$ cat src/hw/gfx_params.svh
`ifndef GFX_PARAMS_SVH
`define GFX_PARAMS_SVH

// Shader datapath.
`define SHADER_LANES     4
`define FPINT_STAGES     3

// Raster geometry, 1024 pixel lines in 32 pixel tiles.
`define RASTER_X_BITS    10
`define RASTER_TILE_BITS 5

`endif

$ cat src/hw/gfx_pkg.sv
package gfx_pkg;

	// IEEE 754 single precision layout.
	typedef struct packed {
		logic        sign;
		logic [7:0]  exponent;
		logic [22:0] mantissa;
	} float_fields;

	// One lane word, read either as an integer or as float fields.
	typedef union packed {
		logic signed [31:0] i;
		float_fields        f;
	} word;

endpackage

$ cat src/hw/gfx_fpint_lane.sv
`timescale 1ns/100ps

module gfx_fpint_lane
(
	input  logic         clk,
	input  logic         reset,

	input  gfx_pkg::word a,
	input  gfx_pkg::word b,

	input  logic         minmax_abs,
	input  logic         minmax_swap,
	input  logic         minmax_zero_min,

	input  logic         addsub_enable,
	input  logic         addsub_sub,

	input  logic         shiftr_enable,
	input  logic         shiftr_int_signed,
	input  logic         clz_enable,

	output gfx_pkg::word q
);

	gfx_pkg::word a_abs;
	gfx_pkg::word b_abs;
	gfx_pkg::word lo;
	gfx_pkg::word hi;

	gfx_pkg::word x_q;
	gfx_pkg::word y_q;
	gfx_pkg::word s_q;
	gfx_pkg::word y2_q;

	gfx_pkg::word shifted;
	logic [4:0]   shamt;

	function automatic logic [5:0] clz32(input logic [31:0] v);
		logic [5:0] n;
		logic       found;

		n = 6'd0;
		found = 1'b0;
		for (int i = 31; i >= 0; i--) begin
			if (v[i])
				found = 1'b1;
			else if (!found)
				n = n + 6'd1;
		end
		return n;
	endfunction

	// ------------------------------------------------------------------------
	// Stage 1: abs, min/max ordering, swap and zero-min.

	always_comb begin
		a_abs = a;
		b_abs = b;
		if (minmax_abs) begin
			a_abs.f.sign = 1'b0; // Float abs.
			b_abs.f.sign = 1'b0;
		end

		if (a_abs.i < b_abs.i) begin
			lo = a_abs;
			hi = b_abs;
		end else begin
			lo = b_abs;
			hi = a_abs;
		end

		if (minmax_zero_min)
			lo.i = '0;
	end

	always_ff @(posedge clk) begin
		x_q <= minmax_swap ? hi : lo;
		y_q <= minmax_swap ? lo : hi;
	end

	// ------------------------------------------------------------------------
	// Stage 2: add or subtract, y rides along as the shift amount.

	always_ff @(posedge clk) begin
		if (!addsub_enable)
			s_q <= x_q;
		else if (addsub_sub)
			s_q.i <= x_q.i - y_q.i;
		else
			s_q.i <= x_q.i + y_q.i;

		y2_q <= y_q;
	end

	// ------------------------------------------------------------------------
	// Stage 3: clz, else shift right, else pass.

	assign shamt = y2_q.i[4:0];

	always_comb begin
		if (shiftr_int_signed)
			shifted.i = s_q.i >>> shamt; // Sign fill.
		else
			shifted.i = s_q.i >> shamt;
	end

	always_ff @(posedge clk) begin
		if (reset)
			q <= '0;
		else if (clz_enable)
			q.i <= {26'd0, clz32(s_q.i)};
		else if (shiftr_enable)
			q <= shifted;
		else
			q <= s_q;
	end

endmodule

$ cat src/hw/gfx_fpint.sv
`timescale 1ns/100ps
`include "gfx_params.svh"

module gfx_fpint
(
	input  logic         clk,
	input  logic         reset,

	input  logic         in_valid,
	input  gfx_pkg::word a[`SHADER_LANES],
	input  gfx_pkg::word b[`SHADER_LANES],

	input  logic         minmax_abs,
	input  logic         minmax_swap,
	input  logic         minmax_zero_min,
	input  logic         addsub_enable,
	input  logic         addsub_sub,
	input  logic         shiftr_enable,
	input  logic         shiftr_int_signed,
	input  logic         clz_enable,

	output logic         out_valid,
	output gfx_pkg::word q[`SHADER_LANES]
);

	logic [`FPINT_STAGES-1:0] valid_q;

	logic s2_addsub_enable;
	logic s2_addsub_sub;
	logic s2_shiftr_enable;
	logic s2_shiftr_int_signed;
	logic s2_clz_enable;

	logic s3_shiftr_enable;
	logic s3_shiftr_int_signed;
	logic s3_clz_enable;

	assign out_valid = valid_q[`FPINT_STAGES-1];

	// Stage 1 flags are used straight from the ports at issue.
	always_ff @(posedge clk) begin
		if (reset) begin
			valid_q <= '0;
			s2_addsub_enable <= 1'b0;
			s2_addsub_sub <= 1'b0;
			s2_shiftr_enable <= 1'b0;
			s2_shiftr_int_signed <= 1'b0;
			s2_clz_enable <= 1'b0;
			s3_shiftr_enable <= 1'b0;
			s3_shiftr_int_signed <= 1'b0;
			s3_clz_enable <= 1'b0;
		end else begin
			valid_q <= {valid_q[`FPINT_STAGES-2:0], in_valid};

			if (in_valid) begin
				s2_addsub_enable <= addsub_enable;
				s2_addsub_sub <= addsub_sub;
				s2_shiftr_enable <= shiftr_enable;
				s2_shiftr_int_signed <= shiftr_int_signed;
				s2_clz_enable <= clz_enable;
			end

			if (valid_q[0]) begin // Op leaving stage 2.
				s3_shiftr_enable <= s2_shiftr_enable;
				s3_shiftr_int_signed <= s2_shiftr_int_signed;
				s3_clz_enable <= s2_clz_enable;
			end
		end
	end

	for (genvar i = 0; i < `SHADER_LANES; i++) begin : lanes
		gfx_fpint_lane lane
		(
			.clk,
			.reset,
			.a(a[i]),
			.b(b[i]),
			.minmax_abs,
			.minmax_swap,
			.minmax_zero_min,
			.addsub_enable(s2_addsub_enable),
			.addsub_sub(s2_addsub_sub),
			.shiftr_enable(s3_shiftr_enable),
			.shiftr_int_signed(s3_shiftr_int_signed),
			.clz_enable(s3_clz_enable),
			.q(q[i])
		);
	end

endmodule

$ cat src/hw/gfx_raster.sv
`timescale 1ns/100ps
`include "gfx_params.svh"

module gfx_raster
(
	input  logic         clk,
	input  logic         reset,

	input  gfx_pkg::word geom_tdata,
	input  logic         geom_tvalid,
	input  logic         geom_tlast,
	output logic         geom_tready,

	input  logic         raster_tready,
	output gfx_pkg::word raster_tdata,
	output logic         raster_tvalid,
	output logic         raster_tlast
);

	localparam int TILE_IDX_BITS = `RASTER_X_BITS - `RASTER_TILE_BITS;
	localparam int TILE_PIXELS = 1 << `RASTER_TILE_BITS;

	logic                         busy;
	logic                         span_last;
	logic [`RASTER_X_BITS-1:0]    x_a;
	logic [`RASTER_X_BITS-1:0]    x_b;
	logic [`RASTER_X_BITS-1:0]    min_x;
	logic [`RASTER_X_BITS-1:0]    max_x;
	logic [`RASTER_X_BITS-1:0]    span_lo;
	logic [`RASTER_X_BITS-1:0]    span_hi;
	logic [TILE_IDX_BITS-1:0]     tile;
	logic [TILE_IDX_BITS-1:0]     end_tile;
	logic [`RASTER_TILE_BITS-1:0] first_px;
	logic [`RASTER_TILE_BITS-1:0] last_px;
	logic                         at_end;
	logic [TILE_PIXELS-1:0]       mask;

	// ------------------------------------------------------------------------
	// Span decode.

	assign x_a = geom_tdata.i[`RASTER_X_BITS-1:0];
	assign x_b = geom_tdata.i[16 +: `RASTER_X_BITS];

	assign min_x = x_a < x_b ? x_a : x_b;
	assign max_x = x_a < x_b ? x_b : x_a;

	// ------------------------------------------------------------------------
	// Tile mask, bounds clipped to the current tile.

	assign end_tile = span_hi[`RASTER_X_BITS-1:`RASTER_TILE_BITS];
	assign at_end = tile == end_tile;

	assign first_px = tile == span_lo[`RASTER_X_BITS-1:`RASTER_TILE_BITS]
		? span_lo[`RASTER_TILE_BITS-1:0] : '0;
	assign last_px = at_end ? span_hi[`RASTER_TILE_BITS-1:0] : '1;

	assign mask = ({TILE_PIXELS{1'b1}} << first_px)
		& ({TILE_PIXELS{1'b1}} >> (TILE_PIXELS - 1 - last_px));

	assign raster_tdata = mask;
	assign raster_tvalid = busy;
	assign raster_tlast = busy && span_last && at_end;
	assign geom_tready = !busy; // Take a span only when idle.

	// ------------------------------------------------------------------------
	// Idle/busy state.

	always_ff @(posedge clk) begin
		if (reset)
			busy <= 1'b0;
		else if (!busy)
			busy <= geom_tvalid;
		else if (raster_tready && at_end)
			busy <= 1'b0; // Last tile taken.
	end

	always_ff @(posedge clk) begin
		if (!busy && geom_tvalid) begin
			span_lo <= min_x;
			span_hi <= max_x;
			span_last <= geom_tlast;
			tile <= min_x[`RASTER_X_BITS-1:`RASTER_TILE_BITS];
		end else if (busy && raster_tready && !at_end) begin
			tile <= tile + 1'b1;
		end
	end

endmodule

$ cat src/hw/w3d_top.sv
`timescale 1ns/100ps
`include "gfx_params.svh"

module w3d_top
(
	input  logic         clk,
	input  logic         reset,

	input  gfx_pkg::word a[`SHADER_LANES],
	input  gfx_pkg::word b[`SHADER_LANES],
	input  logic         in_valid,
	input  logic         minmax_abs,
	input  logic         minmax_swap,
	input  logic         minmax_zero_min,
	input  logic         addsub_enable,
	input  logic         addsub_sub,
	input  logic         shiftr_enable,
	input  logic         shiftr_int_signed,
	input  logic         clz_enable,

	output logic         out_valid,
	output gfx_pkg::word q[`SHADER_LANES],

	input  gfx_pkg::word geom_tdata,
	input  logic         geom_tlast,
	input  logic         geom_tvalid,
	output logic         geom_tready,

	input  logic         raster_tready,
	output logic         raster_tlast,
	output logic         raster_tvalid,
	output gfx_pkg::word raster_tdata
);

	// Lane pipeline.
	gfx_fpint fpint
	(
		.clk,
		.reset,
		.in_valid,
		.a,
		.b,
		.minmax_abs,
		.minmax_swap,
		.minmax_zero_min,
		.addsub_enable,
		.addsub_sub,
		.shiftr_enable,
		.shiftr_int_signed,
		.clz_enable,
		.out_valid,
		.q
	);

	// Span rasterizer.
	gfx_raster raster
	(
		.clk,
		.reset,
		.geom_tdata,
		.geom_tvalid,
		.geom_tlast,
		.geom_tready,
		.raster_tready,
		.raster_tdata,
		.raster_tvalid,
		.raster_tlast
	);

endmodule

$ cat config.mk
export PLATFORM = sky130hd
export DESIGN_NAME = w3d_top
export DESIGN_NICKNAME = d
export VERILOG_FILES = /design/src/hw/gfx_pkg.sv /design/src/hw/gfx_fpint_lane.sv /design/src/hw/gfx_fpint.sv /design/src/hw/gfx_raster.sv /design/src/hw/w3d_top.sv
export VERILOG_INCLUDE_DIRS = /design/src /design/src/hw
export SDC_FILE = /design/constraint.sdc
export NUM_CORES = 2
export LEC_CHECK = 0
export CAP_MARGIN = 20
export CORE_ASPECT_RATIO = 0.7
export CORE_MARGIN = 2
export CORE_UTILIZATION = 30
export CTS_CLUSTER_SIZE = 14
export DETAILED_ROUTE_END_ITERATION = 12
export DONT_BUFFER_PORTS = 1
export PLACE_DENSITY = 0.56
export SLEW_MARGIN = 5
export SYNTH_ARGS = -nofsm -noshare
export SYNTH_HDL_FRONTEND = slang
export SYNTH_SLANG_ARGS = --single-unit
$ cat constraint.sdc
create_clock -name clk -period 17.5 [get_ports clk]
set_input_delay 0.875 -clock clk [delete_from_list [all_inputs] [get_ports clk]]
set_output_delay 0.875 -clock clk [all_outputs]
set_load 0.01 [all_outputs]
* Word level (Yosys, flattened, before mapping) *
Index checks and enable logic that the tools add are counted.

storage, ports and cells
  bits in registers = 570
  output and inout bits = 164
  word-level logic and storage cells = 1128

operators by class
  add/sub/neg operators = 134
  $lt $le $gt $ge = 5
  equal/unequal tests = 2
  shifts and indexed selects = 10
  mux-type cells = 928
  bitwise logic cells = 1
  reduce and logical (&&, ||, !) cells = 10

operators by type and width
  kind                                                                   count
  6-bit two-way mux                                                      500
  32-bit two-way mux                                                     36
  6-bit by 1-bit adder with 6-bit output, second input constant          124
  1-bit two-way mux                                                      386
  32-bit adder                                                           4
  32-bit < comparator                                                    4
  32-bit by 5-bit right shift with 32-bit output                         4
  32-bit by 5-bit >>> shifter with 32-bit output                         4
  32-bit subtractor                                                      4
  32-bit AND                                                             1
  32-bit by 5-bit << shifter with 32-bit output, first input constant    1
  32-bit by 32-bit right shift with 32-bit output, first input constant  1
  10-bit two-way mux                                                     2
  5-bit two-way mux                                                      4
  5-bit == test                                                          2
  10-bit < comparator                                                    1
  1-bit logical AND                                                      6
  5-bit by 5-bit subtractor with 6-bit output, first input constant      1
  5-bit by 1-bit adder with 5-bit output, second input constant          1
  1-bit logical NOT                                                      2
  2-bit nonzero test                                                     1
  2-bit OR reduction                                                     1

* Depth between registers and ports, before layout *
  word-level depth = 157
  mapped depth = 95

* Hierarchy *
From an unflattened synthesis, not the netlist that was laid out.

second synthesis, totals
  cell total of the unflattened synthesis = 6999
  area, all modules = 56381.6 um^2

modules (own cells, without submodules)
  module                                    instances  cells an instance  area each (um^2)
  gfx_fpint_lane (fpint.lanes[0].lane ...)  2          1651               13235.2
  gfx_fpint_lane (fpint.lanes[1].lane)      1          1755               14107.3
  gfx_fpint_lane (fpint.lanes[3].lane)      1          1669               13222.7
  gfx_raster                                1          241                2217.1
  gfx_fpint                                 1          32                 364.1

* Least setup slack after synthesis *
No wires, ideal clock.

  path kind = register -> register
  from = register fpint.lanes[3].lane.s_q[30] (netlist bit)
  to = register fpint.lanes[3].lane.q[4] (netlist bit)
  setup time = 0.120 ns
  arrival time = 16.754 ns
  required time = 17.380 ns
  setup slack = 0.626 ns
  stages on the path, launching flop included = 92
  buffers on the path = 1
  cells stage by stage = dfxtp_1 -> buf_6 -> nor2_1 -> ha_1 -> mux2i_1 -> mux2i_1 -> ha_1 -> nor2b_1 -> o31a_1 -> xor2_1 -> ha_1 -> nand2_1 -> a311oi_1 -> a31oi_1 -> xnor2_1 -> a21boi_0 -> ha_1 -> mux2_2 -> [... 56 more ...] -> o21ai_0 -> inv_1 -> ha_1 -> nand2_1 -> o21ai_0 -> ha_1 -> mux2_2 -> nand2_1 -> o21ai_0 -> ha_1 -> mux2_2 -> ha_1 -> nor2b_1 -> nand3_1 -> or3b_2 -> mux2i_1 -> nor3_1 -> o31a_1

on the way
  word-level cells in the longest chain between the ends = 152
  elaborated cells between the ends (all ways) = 246
  those cells by class = 30 x add/sub; 2 x shift; 214 x mux

RTL lines
  what                                    line                   RTL
  from (decl)                             gfx_fpint_lane.sv:32   gfx_pkg::word s_q;
  from (signal assigned)                  gfx_fpint_lane.sv:86   s_q <= x_q;
  6-bit two-way mux                       gfx_fpint_lane.sv:45   if (v[i])
  6-bit two-way mux                       gfx_fpint_lane.sv:110  else if (clz_enable)
  6-bit two-way mux                       gfx_fpint_lane.sv:108  if (reset)
  6-bit by 1-bit adder with 6-bit output  gfx_fpint_lane.sv:48   n = n + 6'd1;
  6-bit two-way mux                       gfx_fpint_lane.sv:47   else if (!found)
  6-bit two-way mux                       gfx_fpint_lane.sv:45
  6-bit two-way mux                       gfx_fpint_lane.sv:110
  6-bit two-way mux                       gfx_fpint_lane.sv:108
  [... 136 more ...]                      n/a
  6-bit two-way mux                       gfx_fpint_lane.sv:47
  6-bit two-way mux                       gfx_fpint_lane.sv:45
  6-bit two-way mux                       gfx_fpint_lane.sv:110
  6-bit two-way mux                       gfx_fpint_lane.sv:108
  6-bit by 1-bit adder with 6-bit output  gfx_fpint_lane.sv:48
  6-bit two-way mux                       gfx_fpint_lane.sv:47
  6-bit two-way mux                       gfx_fpint_lane.sv:45
  6-bit two-way mux *                     gfx_fpint_lane.sv:110
  to (signal assigned)                    gfx_fpint_lane.sv:113  q <= shifted;
  to (signal assigned)                    gfx_fpint_lane.sv:115  q <= s_q;
  to (decl)                               gfx_fpint_lane.sv:22   output gfx_pkg::word q

Every way passes the cells marked *; elsewhere a longest branch is shown, timed or not. The select of a mux whose other input is x is not followed.
A chain may end at the register's enable or synchronous reset.

* Worst setup path in the final report *
Same ends and word-level chain as after synthesis.

==> metrics.md <==
| Metric | Value |
|---|---|
| Outcome | `finished, final reports clean` |
| Worst setup EP type | `flop` |
| Die ar. | `201800 µm²` |
| Cell mode on critical path | `ha_1` |
| Initial antenna violation count | `17` |
| Layout Skew | `0.04422 ns` |
| Ports | `466` |
| Drt drc | `0` |
| Post-synth EDFFs | `26` |
| First-pass GRT wire length | `317.5 mm` |
| Clock slew seen by the registers of the worst setup and hold paths | `0.06 ns` |
| Worst skew pair latency | `0.68 ns` |
| Cell Area, Placed | `62050 µm²` |
| Final period util | `96.25%` |
| Setup slack after layout | `0.6560 ns` |
| Post-Synthesis Cells | `7580` |
| Synthesized cell area | `59460 µm²` |
| Num rows | `136` |
| Chip height | `376.5 µm` |
| Final Hold Fails | `0` |
| Logic pwr share | `60.9%` |
| Pwr Density | `139.4 nW/µm²` |
| Pre-CTS setup slack | `-0.1252 ns` |
| Leakage power | `26.05 nW` |
| Worst-path fanout max | `4` |
| Core area | `196700 µm²` |
| Pwr Total | `9.150 mW` |
| Critical path class | `flop to flop` |
| CTS sink cnt | `570` |
| Drt first pass iters | `6` |
| Synth cell types | `121` |
| Syn. warnings | `0` |
| Root Driver | `clkbuf_16` |
| Slowest Stage Delay on Critical Path | `0.40 ns` |
| Clock Power Share | `17.4%` |
| Wire per inst | `20.83 µm` |
| Avg Cell Area, Syn | `7.844 µm²` |
| H-tree levels | `3` |
| Effective utilization at floorplan | `30.23%` |
| Largest net degree at the start of global routing | `131` |
| Switching pwr | `4.171 mW` |
| Net Sw Frac | `45.59%` |
| FMAX | `59.37 MHz` |
| Final min period | `16.84 ns` |
| FILL cells | `20520` |
| Post-DR vias/cell | `5.623` |
| Layout area overhead | `10.43%` |
| Seq pwr share | `21.7%` |
| Clock buffer depth | `3` |
| Finish-stage setup viols | `0` |
| Startpoint Class | `flop` |
| Share of layout cells above drive strength 1 | `10.93%` |
| MaxCap Viol Count | `0` |
| Num CTS Buffers | `71` |
| Yosys reg bits | `570` |
| IO Port Bufs | `0` |
| Nets | `8033` |
| Hold-fix buffers, CTS | `0` |
| Internal power | `4.979 mW` |
| WHS | `0.2735 ns` |
| Arr. time, crit path | `17.38 ns` |
| Most common cell after layout, fill and taps aside | `nand2_1` |
| Main flop type after synthesis | `dfxtp_1` |
| Final Instance Area | `65660 µm²` |
| Syn Nets | `8260` |
| Slew Viols, Final | `0` |
| Post-DP HPWL | `160.4 mm` |
| Most frequent cells in the layout | `688 x nand2_1, 655 x nor2_1, 525 x dfxtp_1, 486 x xnor2_1, 427 x a21oi_1` |
| Initial DRC Count | `5515` |
| DR vias | `56420` |
| ANT nets after route | `0` |
| Worst-Margin Slew | `1.206 ns` |
| CP required | `18.03 ns` |
| Die X | `536.1 µm` |
| Ys async rst share | `0%` |
| Total Routing Usage GR | `19.73%` |
| Peak supply drop | `0.07789 mV` |
| GRT overflow | `0` |
| Final Core Density | `33.38%` |
| Relative slew slack | `19.33%` |
| CTS tree | `done` |
| WL final | `209.0 mm` |
| Sequential fraction of the synthesis area | `19.63%` |
| RSZ-0062 raised after global routing | `true` |
| Hold Crit Class | `input pin to flop` |
| Internal reg-to-reg setup slack | `0.66 ns` |
| Worst path slowest cell | `or3b_4` |
| GPL Wtd Cong | `0.9195` |
| Via count of the first global-routing pass | `52380` |
## metal layers
layer  wire length [µm]  vias up  track usage [%]
met4               3846        4            3.870
met1             101400    27020            29.09
li1                   -    27180                -
met3              15560      195            3.798
met5                 27        -                0
met2              88090     2017            29.51
## per-stage QoR
stage	cells	setup TNS (ns)
2_1_floorplan	7580	0
3_3_place_gp	9843	0
3_5_place_dp	9846	-0.1252
4_1_cts	9977	0
5_1_grt	10030	-0.5630
6_report	10030	0
## state kept, by name, summed over array words and instances (netlist names), 3 cells and up
name	flops
fpint.lanes.lane.q	128
fpint.lanes.lane.s_q	128
fpint.lanes.lane.x_q	128
fpint.lanes.lane.y2_q	20
fpint.lanes.lane.y_q	128
fpint.valid_q	3
raster.span_hi	10
raster.span_lo	10
raster.tile	5
## critical path, delay by kind of cell, from the launching register on
family | cells | cell delay [ns]
mux | 15 | 3.00
compound gates | 31 | 4.90
buf+inv | 2 | 0.17
flops | 1 | 0.37
xor+xnor | 12 | 1.93
simple gates | 13 | 1.69
fa+ha+maj | 17 | 4.60
## logic make-up after synthesis
logic type,after synthesis,share of synthesized area (%)
buf+inv,844,5.417
flops,570,19.63
fa+ha+maj,384,8.106
mux,619,12.67
compound gates,2075,23.18
xor+xnor,726,11.91
simple gates,2362,19.09
## area by class of cell
cell class	count	area, µm²	share of cell area [%]
antenna	1	2.502	0.003811
clock buffer	91	2006	3.055
clock inverter	39	511.7	0.7794
inverter	358	1349	2.054
multi-input combinational	6166	45290	68.98
sequential	570	11720	17.84
tap	2622	3281	4.996
timing repair buffer	186	1503	2.289
## synth_stat cells (all sizes together), types with 103 or more instances
library cell  instances  area [µm²]
ha                  374        4679
o22ai               199        1257
xnor2               508        4592
a22oi               139        1057
nor2                668        2527
xor2                182        1665
nand2               693        2604
o21ai               383        1921
a21oi               448        2253
dfxtp               544       10890
a211oi              164        1231
and2                103       644.4
clkbuf              411        1544
inv                 353        1325
nor2b               125       782.0
mux2i               355        3570
nor3                180       937.2
mux2                176        1982
nand3               132       660.6
## what timing repair did
action                                  4_1_cts  5_1_grt
cloned                                        0        0
resized for setup                             4      159
setup buffers                                 1       44
endpoints found under the setup margin        2       20
hold endpoints to repair                      0        0
pin swaps                                     1      108
## final timing paths
path	depth (start not counted)	start	to
max	90	fpint.lanes[3].lane.s_q[30]$_DFF_P_	fpint.lanes[3].lane.q[4]$_SDFF_PP0_
min	1	reset	fpint.s2_addsub_enable$_SDFFE_PP0P_
max reg2reg	90	fpint.lanes[3].lane.s_q[30]$_DFF_P_	fpint.lanes[3].lane.q[4]$_SDFF_PP0_
min reg2reg	0	fpint.lanes[2].lane.y_q[1]$_DFF_P_	fpint.lanes[2].lane.y2_q[1]$_DFF_P_
## power groups by stage
stage               logic, mW  clock network, mW  registers (mW)
floorplan                4.14                  0            1.70
global placement         5.03                  0            2.00
detailed placement       5.12                  0            2.00
CTS                      5.16               1.65            1.97
global route             6.12               1.69            2.02
finish                   5.57               1.59            1.99
Note: power is estimated with default switching activity, not from simulation.
